<file path="src/decode_pkg.sv">
// ======================================================================
// Shared widths, encodings and record types for the decode stage.
// Instruction words are fixed at 32 bits and the modules take no
// parameters.
// Opcode and function values are this core's own encoding. Any
// 7-bit code not listed in opcode_e decodes as illegal.
// ======================================================================

package decode_pkg;

	localparam int XLEN  = 32;
	localparam int REG_W = 6;
	localparam int OPC_W = 7;
	// Width of the short immediate and of both displacements
	localparam int IMM_W = 13;

	// ==================================================================
	// Encodings
	// ==================================================================

	// Major opcodes
	typedef enum logic [OPC_W-1:0] {
		R2   = 7'h02,
		ADDI = 7'h04,
		CMPI = 7'h06,
		ANDI = 7'h08,
		ORI  = 7'h09,
		XORI = 7'h0A,
		MULI = 7'h0C,
		DIVI = 7'h0D,
		CSR  = 7'h0F,
		JMP  = 7'h20,
		JEQ  = 7'h26,
		JNE  = 7'h27,
		JLT  = 7'h28,
		RTS  = 7'h29,
		EXI  = 7'h35,
		NOP  = 7'h3F,
		LDB  = 7'h40,
		LDBU = 7'h41,
		LDW  = 7'h42,
		LDWU = 7'h43,
		LDO  = 7'h46,
		STB  = 7'h50,
		STW  = 7'h51,
		STO  = 7'h53
	} opcode_e;

	// Function codes of the R2 register form
	typedef enum logic [6:0] {
		ADD  = 7'h04,
		SUB  = 7'h05,
		AND  = 7'h08,
		OR   = 7'h09,
		XOR  = 7'h0A,
		MUL  = 7'h0C,
		DIV  = 7'h0D,
		MULU = 7'h0E,
		DIVU = 7'h0F
	} func_e;

	// Memory access size
	typedef enum logic [1:0] {
		byt  = 2'd0,
		wyde = 2'd1,
		octa = 2'd3
	} memsz_e;

	// ==================================================================
	// Records
	// ==================================================================

	// One instruction word, opcode in the low bits.
	// Immediate is the top 13 bits, i.e. {func, rb}
	typedef struct packed {
		logic [6:0]       func;
		logic [REG_W-1:0] rb;
		logic [REG_W-1:0] ra;
		// Store source register in store formats
		logic [REG_W-1:0] rt;
		logic [OPC_W-1:0] opcode;
	} insn_t;

	// Decode record handed to the issue logic
	typedef struct packed {
		logic [REG_W-1:0] ra;
		logic [REG_W-1:0] rb;
		logic [REG_W-1:0] rc;
		logic [REG_W-1:0] rt;
		logic [XLEN-1:0]  imm;
		logic             rfwr;
		logic             ld;
		logic             ldz;
		logic             st;
		logic             mul;
		logic             div;
		logic             multi_cycle;
		logic             jmp;
		logic             jxx;
		logic             rts;
		logic             csr;
		logic             flowchg;
		logic             illegal;
		memsz_e           memsz;
		logic [XLEN-1:0]  jmptgt;
	} deco_t;

endpackage
</file>
<file path="src/decode_stage.sv">
// ======================================================================
// Decode stage top: EXI tracking, decode, one output register.
// No back-pressure; a word is taken on every valid cycle.
// One cycle latency from in_valid to out_valid. EXI words and
// flushed cycles give no output. deco holds its last value while
// out_valid is low and is zero from reset until the first word.
// ======================================================================

`timescale 1ns/1ps

module decode_stage
	import decode_pkg::*;
(
	input  logic  clk,
	input  logic  rst_n,
	input  logic  in_valid,
	input  insn_t insn,
	input  logic  flush,
	output logic  out_valid,
	output deco_t deco
);

	logic  x_valid;
	insn_t x_word;
	deco_t deco_c;
	logic  take;

	exi_tracker u_exi (
		.clk      (clk),
		.rst_n    (rst_n),
		.in_valid (in_valid),
		.insn     (insn),
		.flush    (flush),
		.x_valid  (x_valid),
		.x_word   (x_word)
	);

	insn_decoder u_dec (
		.insn    (insn),
		.x_valid (x_valid),
		.x_word  (x_word),
		.deco    (deco_c)
	);

	// Issue only real instructions that survive a flush
	assign take = in_valid && !flush && (insn.opcode != EXI);

	always_ff @(posedge clk or negedge rst_n)
	begin
		if (!rst_n)
		begin
			out_valid <= 1'b0;
			deco <= '0;
		end
		else
		begin
			out_valid <= take;
			if (take)
				deco <= deco_c;
		end
	end

	a_flush_kills: assert property (
		@(posedge clk) disable iff (!rst_n)
		flush |=> !out_valid
	);

endmodule

</file>
<file path="src/insn_decoder.sv">
// ======================================================================
// Combinational decode of one instruction word into a decode record.
// Unknown opcodes and unknown R2 functions set illegal and clear all
// other single-bit flags; register numbers and imm still follow the
// raw fields. memsz reads octa for anything that is not a load/store.
// An EXI word decodes as a no-op here; the stage never issues it.
// ======================================================================

`timescale 1ns/1ps

module insn_decoder
	import decode_pkg::*;
(
	input  insn_t insn,
	input  logic  x_valid,
	input  insn_t x_word,
	output deco_t deco
);

	logic [XLEN-1:0]  imm;
	logic [IMM_W-1:0] bdisp;
	logic [IMM_W-1:0] jdisp;

	imm_builder u_imm (
		.insn    (insn),
		.x_valid (x_valid),
		.x_word  (x_word),
		.imm     (imm)
	);

	// Branch displacement is split around the register fields
	assign bdisp = {insn.func, insn.rt};
	assign jdisp = insn[XLEN-1 -: IMM_W];

	always_comb
	begin
		deco = '0;
		deco.ra = insn.ra;
		deco.rb = insn.rb;
		deco.rc = insn.rb;
		deco.rt = insn.rt;
		deco.imm = imm;
		deco.memsz = octa;

		// ==============================================================
		// Per-opcode decode
		// ==============================================================
		case (insn.opcode)
		R2:
		begin
			deco.rfwr = 1'b1;
			case (insn.func)
			ADD, SUB, AND, OR, XOR:
				deco.mul = 1'b0;
			MUL, MULU:
				deco.mul = 1'b1;
			DIV, DIVU:
				deco.div = 1'b1;
			default:
				deco.illegal = 1'b1;
			endcase
		end
		ADDI, CMPI, ANDI, ORI, XORI:
			deco.rfwr = 1'b1;
		MULI:
		begin
			deco.rfwr = 1'b1;
			deco.mul = 1'b1;
		end
		DIVI:
		begin
			deco.rfwr = 1'b1;
			deco.div = 1'b1;
		end
		LDB, LDBU, LDW, LDWU, LDO:
		begin
			deco.rfwr = 1'b1;
			deco.ld = 1'b1;
			deco.ldz = (insn.opcode == LDBU) || (insn.opcode == LDWU);
			if (insn.opcode == LDB || insn.opcode == LDBU)
				deco.memsz = byt;
			else if (insn.opcode == LDW || insn.opcode == LDWU)
				deco.memsz = wyde;
		end
		STB, STW, STO:
		begin
			// Store data register travels in the rt field
			deco.st = 1'b1;
			deco.rc = insn.rt;
			deco.rt = '0;
			if (insn.opcode == STB)
				deco.memsz = byt;
			else if (insn.opcode == STW)
				deco.memsz = wyde;
		end
		JEQ, JNE, JLT:
		begin
			deco.jxx = 1'b1;
			deco.rt = '0;
			deco.jmptgt = {{(XLEN-IMM_W-1){bdisp[IMM_W-1]}}, bdisp, 1'b0};
		end
		JMP:
		begin
			// Non-zero rt is the link register
			deco.jmp = 1'b1;
			deco.rfwr = |insn.rt;
			deco.jmptgt = {{(XLEN-IMM_W-1){jdisp[IMM_W-1]}}, jdisp, 1'b0};
		end
		RTS:
		begin
			deco.rts = 1'b1;
			deco.rt = '0;
		end
		CSR:
		begin
			deco.csr = 1'b1;
			deco.rfwr = 1'b1;
		end
		EXI, NOP:
			deco.rt = '0;
		default:
			deco.illegal = 1'b1;
		endcase

		deco.multi_cycle = deco.mul | deco.div | deco.ld | deco.st;
		deco.flowchg = deco.jmp | deco.jxx | deco.rts;

		// Illegal word must not start any unit
		if (deco.illegal)
		begin
			deco.rfwr = 1'b0;
			deco.ld = 1'b0;
			deco.ldz = 1'b0;
			deco.st = 1'b0;
			deco.mul = 1'b0;
			deco.div = 1'b0;
			deco.multi_cycle = 1'b0;
			deco.jmp = 1'b0;
			deco.jxx = 1'b0;
			deco.rts = 1'b0;
			deco.csr = 1'b0;
			deco.flowchg = 1'b0;
		end

		// A word is never both a load and a store
		a_ld_st: assert (!(deco.ld && deco.st));
	end

endmodule

</file>
<file path="src/imm_builder.sv">
// ======================================================================
// Forms the 32-bit immediate of one instruction word.
// The 13-bit field is extended per opcode; formats without an
// immediate give zero and never take an EXI extension.
// With a pending EXI the upper 19 bits come from the postfix word.
// ======================================================================

`timescale 1ns/1ps

module imm_builder
	import decode_pkg::*;
(
	input  insn_t           insn,
	input  logic            x_valid,
	input  insn_t           x_word,
	output logic [XLEN-1:0] imm
);

	logic [IMM_W-1:0] fld;
	logic [XLEN-1:0]  base;
	logic             has_imm;

	// Short immediate sits in the top bits of the word
	assign fld = insn[XLEN-1 -: IMM_W];

	always_comb
	begin
		has_imm = 1'b1;
		case (insn.opcode)
		ADDI, CMPI, MULI, DIVI,
		LDB, LDBU, LDW, LDWU, LDO,
		STB, STW, STO:
			base = {{(XLEN-IMM_W){fld[IMM_W-1]}}, fld};
		// Mask constant, pad with ones
		ANDI:
			base = {{(XLEN-IMM_W){1'b1}}, fld};
		ORI, XORI:
			base = {{(XLEN-IMM_W){1'b0}}, fld};
		default:
		begin
			base = '0;
			has_imm = 1'b0;
		end
		endcase

		// Postfix supplies bits 31..13, payload starts above the opcode
		if (x_valid && has_imm)
			imm = {x_word[OPC_W +: XLEN-IMM_W], base[IMM_W-1:0]};
		else
			imm = base;
	end

endmodule

</file>
<file path="src/exi_tracker.sv">
// ======================================================================
// Holds a pending EXI constant postfix for the next real instruction.
// A newer EXI overwrites an older one that was not yet consumed.
// flush drops the pending postfix and wins over in_valid.
// ======================================================================

`timescale 1ns/1ps

module exi_tracker
	import decode_pkg::*;
(
	input  logic  clk,
	input  logic  rst_n,
	input  logic  in_valid,
	input  insn_t insn,
	input  logic  flush,
	output logic  x_valid,
	output insn_t x_word
);

	logic is_exi;

	assign is_exi = (insn.opcode == EXI);

	// Pending flag: set by an EXI, cleared by any other valid word
	always_ff @(posedge clk or negedge rst_n)
	begin
		if (!rst_n)
			x_valid <= 1'b0;
		else if (flush)
			x_valid <= 1'b0;
		else if (in_valid)
			x_valid <= is_exi;
	end

	// Postfix payload, only meaningful while x_valid is high
	always_ff @(posedge clk)
	begin
		if (in_valid && is_exi && !flush)
			x_word <= insn;
	end

	// An accepted EXI must be offered, unchanged, to the following word
	a_exi_offered: assert property (
		@(posedge clk) disable iff (!rst_n)
		(in_valid && is_exi && !flush) |=> (x_valid && (x_word == $past(insn)))
	);

endmodule

</file>
<file path="config.mk">
export PLATFORM = sky130hd
export DESIGN_NAME = decode_stage
export DESIGN_NICKNAME = d
export VERILOG_FILES = /design/src/decode_pkg.sv /design/src/decode_stage.sv /design/src/insn_decoder.sv /design/src/imm_builder.sv /design/src/exi_tracker.sv
export SDC_FILE = /design/constraint.sdc
export NUM_CORES = 1
export LEC_CHECK = 0
export BUFFER_PORTS_ARGS = -buffer_cell sky130_fd_sc_hd__buf_2
export CORE_MARGIN = 2
export CORE_UTILIZATION = 51
export CTS_CLUSTER_DIAMETER = 50
export DETAILED_ROUTE_END_ITERATION = 10
export PLACE_DENSITY_LB_ADDON = 0.25
export SLEW_MARGIN = 15
export SYNTH_ARGS = -nofsm -noshare
export SYNTH_HDL_FRONTEND = slang
export SYNTH_SLANG_ARGS = --single-unit
</file>
<file path="constraint.sdc">
create_clock -name clk -period 1.61 [get_ports clk]
set_input_delay 0.322 -clock clk [delete_from_list [all_inputs] [get_ports clk]]
set_output_delay 0.322 -clock clk [all_outputs]
set_load 0.1 [all_outputs]
</file>
[Word level (Yosys, flattened, before mapping)]
Index checks and enable logic that the tools add are counted.
W data, S select, Z words.
Cells by class
  add/subtract/negate cells: 0
  $mul: 0
  div/mod/pow operators: 0
  $lt $le $gt $ge: 0
  eq/ne operators: 34
  shift-type cells: 0
  muxes and demuxes: 27
  bitwise logic cells: 5
  reduce and logical (&&, ||, !) cells: 23
Operators with widths (count)
  $pmux W32 S3: 1
  $eq A7 B4 Y1 const B: 13
  $pmux W32 S2: 1
  $eq A7 B7 Y1 const B: 8
  $eq A7 B6 Y1 const B: 7
  $mux W32: 1
  $eq A7 B3 Y1 const B: 4
  $reduce_or A23 Y1: 1
  $reduce_or A9 Y1: 2
  $reduce_or A15 Y1: 1
  $reduce_or A14 Y1: 1
  $mux W12: 1
  $mux W6: 2
  $reduce_or A12 Y1: 1
  $mux W1: 11
  $mux W2: 5
  $pmux W1 S2: 4
  $eq A7 B2 Y1 const B: 1
  $ne A7 B6 Y1 const B: 1
  $reduce_or A2 Y1: 3
  $reduce_or A3 Y1: 2
  $reduce_or A6 Y1: 1
  $logic_and A1 B1 Y1: 5
  $or A1 B1 Y1: 5
  5 further kinds: 7
Storage, ports and cells
  register bits: 124
  latch bits: 0
  bits in writable memories: 0
  bits in read-only memories: 0
  input bits: 36
  output and inout bits: 104
  logic and storage cells: 115
  memories kept: 0

[Depth between registers and ports, before layout]
Gate-level depths: netlist (run 1).
  depth in word-level cells: 8
  depth in mapped cells: 10
  depth with buffers taken out: 6

[Hierarchy]
A second synthesis (run 1) with hierarchy kept.
Second synthesis, totals
  cell total of the unflattened synthesis: 455
  area total of the unflattened synthesis: 6570.1 um^2
By module, submodules not included
  decode_stage: times used 1, cells each 223, area an instance 4124.0 um^2, sequential area each 2602.5 um^2
  exi_tracker: times used 1, cells each 39, area an instance 1032.2 um^2, sequential area each 985.9 um^2
  insn_decoder: times used 1, cells each 123, area an instance 890.9 um^2, sequential area each 0.0 um^2
  imm_builder: times used 1, cells each 70, area an instance 523.0 um^2, sequential area each 0.0 um^2

[Worst setup path before layout (run 1)]
No wires, ideal clock.
  path type: input-to-reg
  start: in insn[4] (netlist name)
  end: reg, netlist name u_exi.x_word[10]
  library setup time: 0.395 ns
  data arrival time: 1.601 ns
  required time: 1.215 ns
  setup slack: -0.386 ns
  stages: 4
  path through: buf_2 > and3b_1 > nand3_1 > nor2_1
On the way
  cells in the longest elaborated chain, start to end: 3
Ends and longest elaborated chain
  start: declaration: RTL line decode_stage.sv:17  | input insn_t insn,
  $eq A7 B6 Y1: RTL line exi_tracker.sv:23  | assign is_exi = (insn.opcode == EXI);
  $logic_and A1 B1 Y1 (2 in series): RTL line exi_tracker.sv:39  | if (in_valid && is_exi && !flush)
No other way between the ends.
A chain may end at the register's enable or synchronous reset.

[Final worst setup path (run 1)]
  start: in insn[5] (netlist name)
  end: reg deco[75] (netlist name)
On the way
  cells in the longest elaborated chain, start to end: 5
  elaborated cells on any way between the ends: 24
  classes of those cells: eq/ne (16); mux (3); reduce/logical (5)
Ends and longest elaborated chain
  $eq A7 B3 Y1 (tied with other cells): RTL line imm_builder.sv:29  | case (insn.opcode)
  $reduce_or A15 Y1 (no line)
  $mux W1: RTL line imm_builder.sv:29
  $logic_and A1 B1 Y1: RTL line imm_builder.sv:47  | if (x_valid && has_imm)
  $mux W32: RTL line imm_builder.sv:47
  end signal: assignment: RTL line decode_stage.sv:59  | deco <= deco_c;
  end: declaration: RTL line decode_stage.sv:20  | output deco_t deco
Several ways; a longest one is shown, not always the timed one.

==> impl_metrics.ini, run 1 <==
[timing]
max_freq_mhz = 611
hold_viol = 0
fin_crit_sh = 1.02
setup_viol_count_final = 9
finalWorstSetupSlack_ps = -25.5
slew_headroom = 0.661
tightestPinTransition_ps = 512
period_minus_slack_ps = 1640
slew_viol_final = 0
skew_ps = 18.2
setup_tns_ps = -161

[routing]
drc = 0
vias = 3887
detail-route-antenna-nets = 0
dr.pass1.iters = 4
initialDrtViolationCount = 274
drt-total-wl_um = 12900
via_per_inst = 5.63
avgRoutedWirePerCell_um = 18.7

[floorplanning]
start_util = 0.522
dieArea_um2 = 9610
num_io_pins = 140
die_y_um = 98.0
die_width_um = 98.0
num_rows = 34
core_um2 = 8640

[run]
maxCapViolations = 0

[min_path]
hp-class = in2reg

[synth]
yosysWarnings = 0
synth_top_family_by_area = simple AND/OR/NAND/NOR gates
async_flop_share = 0.819
synth_edf_count = 19
seq_area_frac_synth = 0.604
yosysUniqueCellTypes = 53
netlist_top_cells_count = nand2_1, dfrtp_1, nor2_1, buf_4, edfxtp_1
synthXorXnorAreaFrac = 0.00194
synth.area.mux_share = 0.00222
synth_flop_cell = dfrtp_1
yosys.area_share.simple = 0.165
synth_adder_area_share = 0
synth_top_area_frac = 0.477
synth_top_area_cell = dfrtp_1
synthTopCellsByArea = dfrtp_1, edfxtp_1, nand2_1
synth_area_um2 = 4510
synth_most_common_cell = nand2_1
postSynthCellCount = 403
synth_compound_area_frac = 0.158
ys_ff_latch = 105
synth_area_per_cell_um2 = 11.2
syn-num-nets = 439

[final_layout]
regArea_um2 = 2720
nFillCells = 563
final_nets = 613
multi_input_area_um2 = 1690
n_antenna_cell = 0
fin_cells = 690
drive_gt1_frac = 0.473
syn_to_final_growth_pct = 43.9

[worst_setup_path]
critPathArrivalTime_ps = 1960
cp.required_ps = 1930
cp_max_fo = 5
critPathKind = in2reg
start_kind = input port
end_kind = flip-flop

[global_routing]
grt_max_degree = 47
grt_pass1_vias = 3756
grt_antenna_before_repair = 0
grt_pass1_wl_um = 19400
grtUsageTotal = 0.257
overflow = 0

[pwr]
power_density_nw_per_um2 = 1110
vdd_drop_max_v = 0.000722
p_leak_nw = 3.10

[clock_tree]
cts_tree = done
h-tree-depth = 3
clk_pin_slew_ps = 120
cts-root-buf = clkbuf_8
clock_latency_ps = 380
numCtsBuffers = 9
clock_path_buffers = 2
cts_sinks = 105

[placed_design]
place.detailed.hpwl_um = 8730
dp.cells = 665
io_buffers = 138
place_congestion = 0.906

[status]
failed_checks = setup timing
run_status = finished with violations
kinds of logic after synthesis:
| logic type | after synthesis |
|---|---|
| other cells | 1 |
| xor+xnor | 1 |
| buf+inv | 50 |
| simple gates | 159 |
| mux | 1 |
| flops | 105 |
| compound gates | 86 |
what timing repair did:
item | in CTS | in global routing
hold endpoints to repair | 22 | 0
gates resized for setup | 9 | 34
cloned | 1 | 4
pin swaps | 7 | 4
setup endpoints to repair | 29 | 47
setup buffers | 0 | 3
hold buffers | 1 | 0
routing by layer:
metal,wire length (um),global-route usage,up-vias
met4,204,0.0759,0
met1,5450,0.356,1949
li1,-,-,1774
met3,805,0.0451,17
met2,6430,0.419,147
met5,0,0,-
worst max-delay path: stages:
cell and delay (ps):
buf_6 100, or3_4 410, or3_4 390, a41oi_2 190
a211o_4 210, clkbuf_16 160, o221a_2 180
cell type report:
cell class,instances,area share
inverter,4,0.00309
clock inverter,7,0.0123
sequential,105,0.420
multi-input combinational,249,0.261
clock buffer,9,0.0191
timing repair buffer,208,0.263
tap,108,0.0208
flip-flops by register name, indices dropped and copies added, names as in the netlist:
name and cells:
u_exi.x_word 19, deco 84, u_exi.x_valid 1, out_valid 1
placed cells by master (no fill, tap or decap), types with 3 or more instances in the layout:
| master | Yosys | routed |
|---|---|---|
| buf_2 | 9 | 112 |
| nand2_1 | 89 | 89 |
| dfrtp_1 | 86 | 85 |
| buf_4 | 20 | 54 |
| buf_12 | 0 | 27 |
| nor2_1 | 27 | 24 |
| edfxtp_1 | 19 | 19 |
| o21ai_0 | 14 | 14 |
| a22o_1 | 13 | 13 |
| a31oi_1 | 10 | 10 |
| o221a_2 | 17 | 10 |
| o221a_4 | 2 | 9 |
| clkbuf_8 | 0 | 9 |
| buf_6 | 4 | 9 |
| nand3_1 | 9 | 7 |
| a21oi_1 | 9 | 7 |
| a221oi_1 | 6 | 6 |
| nand2b_1 | 6 | 4 |
| nor3_1 | 4 | 4 |
| nand2b_4 | 1 | 3 |
| inv_1 | 4 | 3 |
| or3_4 | 1 | 3 |
| clkbuf_16 | 0 | 3 |
stage by stage:
stage | power [mW] | cell area [um^2] | util | setup slack [ps] | hold WS [ps]
after global routing | 7.46 | 6480 | 0.751 | -14.7 | 87.4
final | 7.21 | 6480 | 0.751 | -25.5 | 98.7
after detailed placement | 5.52 | 5960 | 0.690 | -453 | 266
after floorplan | 4.95 | 4600 | - | -262 | 26.4
after CTS | 7.14 | 6220 | 0.720 | 1.10 | 82.7
after global placement | 5.49 | 5960 | 0.690 | -450 | 271
worst paths after layout:
check / from / to / slack (ps) / cells past startpoint
max: insn[5] / deco[75] / -30 / 7
min: flush / u_exi.x_valid / 100 / 2
max reg2reg: u_exi.x_valid / deco[75] / 230 / 3
min reg2reg: deco[55] / deco[55] / 480 / 2
max in group asynchronous: rst_n / deco[46] / 680 / 3
min in group asynchronous: rst_n / deco[98] / 400 / 2
power by group:
| part | total [mW] | switching, mW | internal (mW) |
|---|---|---|---|
| clock network | 1.64 | 1.02 | 0.622 |
| logic | 2.55 | 2.01 | 0.534 |
| registers | 3.02 | 0.123 | 2.90 |
| total | 7.21 | 3.15 | 4.05 |
Note: power is estimated with default switching activity, not from simulation.
==> run 2: changes to the inputs <==
--- a/config.mk
+++ b/config.mk
@@ -7,7 +7,8 @@
 export LEC_CHECK = 0
 export BUFFER_PORTS_ARGS = -buffer_cell sky130_fd_sc_hd__buf_2
 export CORE_MARGIN = 2
-export CORE_UTILIZATION = 51
+export CORE_UTILIZATION = 52
+export CTS_BUF_LIST = sky130_fd_sc_hd__clkbuf_4 sky130_fd_sc_hd__clkbuf_8
 export CTS_CLUSTER_DIAMETER = 50
 export DETAILED_ROUTE_END_ITERATION = 10
 export PLACE_DENSITY_LB_ADDON = 0.25
==> impl_metrics.ini, run 2 (synthesis results as in run 1) <==
[final_layout]
top_register = deco
drive_gt1_frac = 0.465
top_regs = deco x84, u_exi.x_word x19
final_common_cell = buf_2
syn_to_final_growth_pct = 40.0
n_antenna_cell = 0
final_cell_mix = buf_2, nand2_1, dfrtp_1
final_nets = 612
final_util = 0.761
fin_cells = 686
largest_register_ffs = 84

[clock_tree]
cts_sinks = 105
clk_pin_slew_ps = 100
cts_tree = done
clock_path_buffers = 2
h-tree-depth = 3
numCtsBuffers = 9
clock_latency_ps = 370
cts-root-buf = clkbuf_8

[pwr]
vdd_drop_max_v = 0.000665
power_density_nw_per_um2 = 1130
p_leak_nw = 3.04

[floorplanning]
die_width_um = 97.1
num_rows = 33
dieArea_um2 = 9430
die_y_um = 97.1
num_io_pins = 140
core_um2 = 8300
start_util = 0.543

[global_routing]
grt_antenna_before_repair = 0
overflow = 0
grtUsageTotal = 0.261
grt_pass1_wl_um = 19500
grt_max_degree = 45
grt_pass1_vias = 3698

[timing]
rsz0062_at_grt = yes
hold_viol = 0
fin_crit_sh = 1.02
skew_ps = 7.09
finalWorstSetupSlack_ps = -37.5
setup_viol_count_final = 17
period_minus_slack_ps = 1650
slew_headroom = 0.659
tightestPinTransition_ps = 515
max_freq_mhz = 607
slew_viol_final = 0

[worst_setup_path]
critPathArrivalTime_ps = 1960
cp_max_fo = 5
end_kind = flip-flop
worstReg2RegStart = u_exi.x_valid
cp.required_ps = 1920
critPathKind = in2reg
start_kind = input port
rr_worst_depth = 3
r2r_slack_ps = 260
r2r-end = deco[67]

[routing]
avgRoutedWirePerCell_um = 18.6
vias = 3898
initialDrtViolationCount = 288
drc = 0
via_per_inst = 5.68
detail-route-antenna-nets = 0
dr.pass1.iters = 5
drt-total-wl_um = 12700

[placed_design]
dp.cells = 660
place.detailed.hpwl_um = 8740
io_buffers = 138
place_congestion = 0.891

[min_path]
worstHoldEndpoint = u_exi.x_valid
holdCritStartpoint = flush
hp-class = in2reg
min_path_cells = 2

[run]
maxCapViolations = 0

[status]
failed_checks = setup timing
run_status = finished with violations
==> run 2: cell types whose count changed in the layout (fill, tap and decap cells not counted), moves of 2 or more <==
cell and change:
buf_4 +5, buf_6 -5, buf_12 -4, buf_2 +4
clkbuf_16 -2, clkbuf_4 +2, nand2b_4 -2
==> run 2: metal layers <==
layer  wire [um]  global-route usage  part of all wire  vias up
met4         212              0.0845             0.017        0
li1            -                   -                 -     1774
met2        6360               0.417              0.50      170
met1        5280               0.360              0.41     1931
met3         884              0.0576             0.069       23
met5           0                   0                 0        -
==> run 2: final cells by class <==
class	instances	area, um^2
Sequential cell	105	2720
Fill cell	547	1990
Multi-Input combinational cell	249	1660
Timing Repair Buffer	207	1590
Clock buffer	10	131
Tap cell	105	131
Clock inverter	6	62.6
Inverter	4	15.0
==> run 2: how the worst max path moves through the flow <==
stage / end / slack (ps) / cells after the start / start
detailed placement: deco[66] / -430 / 7 / insn[5]
global route: deco[67] / -40 / 8 / insn[1]
CTS: deco[83] / 0.4 / 7 / insn[5]
floorplan: deco[69] / -260 / 10 / insn[1]
global placement: deco[66] / -370 / 7 / insn[5]
finish: deco[67] / -40 / 7 / insn[5]
==> run 2: per-stage QoR <==
step / hold slack (ps) / power [mW] / setup WS, ps / setup TNS (ps) / area (um^2)
after floorplan: 26.4 / 4.95 / -262 / -3820 / 4600
after global placement: 266 / 5.47 / -370 / -21950 / 5870
after detailed placement: 274 / 5.51 / -431 / -24940 / 5870
after CTS: 94.9 / 7.07 / 0.447 / 0 / 6100
after global routing: 89.6 / 7.39 / -44.7 / -683 / 6310
final: 98.7 / 7.12 / -37.5 / -254 / 6310
==> run 2: power by group <==
part,switching [mW],internal (mW)
registers,0.125,2.90
clock network,0.967,0.621
logic,2.00,0.506
total,3.09,4.03
==> run 2: critical path, cell delays in order <==
cell and delay, ps:
buf_6 90, or3_4 410, or3_4 410, a41oi_2 210, a211o_4 190, clkbuf_16 170
o221a_4 170
==> run 2: timing repair <==
action | 4_1_cts | 5_1_grt
resized for setup | 5 | 25
gates cloned | 1 | 2
setup endpoints to repair | 21 | 55
hold buffers | 1 | 0
setup buffers | 0 | 6
endpoints found under the hold margin | 27 | 0
pin swaps | 2 | 7
==> run 3: changes to the inputs <==
--- a/config.mk
+++ b/config.mk
@@ -16,3 +16,4 @@
 export SYNTH_ARGS = -nofsm -noshare
 export SYNTH_HDL_FRONTEND = slang
 export SYNTH_SLANG_ARGS = --single-unit
+export TNS_END_PERCENT = 50
==> impl_metrics.ini, run 3 (synthesis results as in run 1) <==
[status]
run_status = finished with violations
failed_checks = setup timing

[final_layout]
largest_register_ffs = 84
top_register = deco
final_util = 0.765
final_cell_mix = buf_2, nand2_1, dfrtp_1
final_common_cell = buf_2
n_antenna_cell = 0
top_regs = deco x84, u_exi.x_word x19
final_nets = 617
syn_to_final_growth_pct = 40.9
drive_gt1_frac = 0.469
nFillCells = 554

[global_routing]
grt_pass1_wl_um = 19400
grt_pass1_vias = 3700
grt_max_degree = 30
grtUsageTotal = 0.258
grt_antenna_before_repair = 0
overflow = 0

[clock_tree]
clk_pin_slew_ps = 110
h-tree-depth = 3
cts-root-buf = clkbuf_8
clock_latency_ps = 370
cts_sinks = 105
numCtsBuffers = 9
cts_tree = done
clock_path_buffers = 2

[timing]
max_freq_mhz = 600
period_minus_slack_ps = 1670
skew_ps = 12.5
slew_viol_final = 0
finalWorstSetupSlack_ps = -56.4
hold_viol = 0
setup_tns_ps = -702
setup_viol_count_final = 26
fin_crit_sh = 1.04
rsz0062_at_grt = yes
tightestPinTransition_ps = 516
slew_headroom = 0.658

[routing]
vias = 3861
dr.pass1.iters = 5
drc = 0
initialDrtViolationCount = 207
avgRoutedWirePerCell_um = 18.2
via_per_inst = 5.59
drt-total-wl_um = 12600
detail-route-antenna-nets = 0

[pwr]
p_leak_nw = 3.07
power_density_nw_per_um2 = 1120
power.total_mw = 7.13
vdd_drop_max_v = 0.000589

[min_path]
hp-class = in2reg

[placed_design]
place_congestion = 0.888
io_buffers = 138
place.detailed.hpwl_um = 8900

[floorplanning]
die_y_um = 97.1
dieArea_um2 = 9430
num_io_pins = 140
core_um2 = 8300
num_rows = 33
die_width_um = 97.1
start_util = 0.543

[run]
maxCapViolations = 0

[worst_setup_path]
cp.required_ps = 1930
critPathArrivalTime_ps = 1980
critPathKind = in2reg
cp_max_fo = 5
end_kind = flip-flop
start_kind = input port
## run 3: changes by cell type in the layout (fill, tap and decap cells not counted), sizes merged
cell,delta
inv,-1
clkinv,+1
buf,+5
## run 3: layer usage
metal,part of all wire,up-vias,track usage
li1,-,1784,-
met1,0.43,1918,0.366
met2,0.50,146,0.412
met3,0.065,13,0.0554
met4,0.010,0,0.0628
met5,0,-,0
## run 3: worst paths after layout
path	cells after the start	slack, ps	end	start
setup reg to reg	3	260	deco[74]	u_exi.x_valid
hold reg to reg	2	480	deco[44]	deco[44]
min in group asynchronous	2	420	deco[2]	rst_n
max in group asynchronous	3	660	deco[30]	rst_n
hold / removal	2	110	u_exi.x_valid	flush
setup / recovery	7	-60	deco[74]	insn[4]
## run 3: timing repair
item                                   4_1_cts  5_1_grt
setup buffers                                0        3
resized for setup                            2       27
setup endpoints to repair                   26       86
cloned                                       0        4
hold buffers                                 1        0
pin swaps                                    1       11
endpoints found under the hold margin       23        0
## run 3: critical path: stages
cell and delay, ps:
buf_8 100, or3_4 410, or3_4 410, a41oi_2 180
a211o_4 210, clkbuf_16 160, o221a_2 170
## run 3: final cells by class
type	instances	area (um^2)	area share
Sequential cell	105	2720	0.429
Multi-Input combinational cell	249	1660	0.262
Timing Repair Buffer	212	1620	0.256
Clock buffer	10	131	0.0207
Tap cell	105	131	0.0207
Clock inverter	6	62.6	0.00985
Inverter	4	15.0	0.00236
## run 3: report_power, final
part / switching (mW) / internal (mW) / total (mW) / leakage (nW)
Sequential: 0.128 / 2.90 / 3.03 / 1.26
Clock: 0.960 / 0.618 / 1.58 / 0.0991
Combinational: 2.01 / 0.522 / 2.53 / 1.72
Total: 3.09 / 4.04 / 7.13 / 3.07
## run 3: through the flow
step | hold slack [ps] | cells | cell area, um^2 | setup slack (ps)
2_1_floorplan | 26.4 | 403 | 4580 | -262
3_3_place_gp | 276 | 667 | 5900 | -417
3_5_place_dp | 274 | 667 | 5900 | -444
4_1_cts | 98.0 | 684 | 6110 | -29.5
5_1_grt | 101 | 691 | 6350 | -64.8
6_report | 109 | 691 | 6350 | -56.4
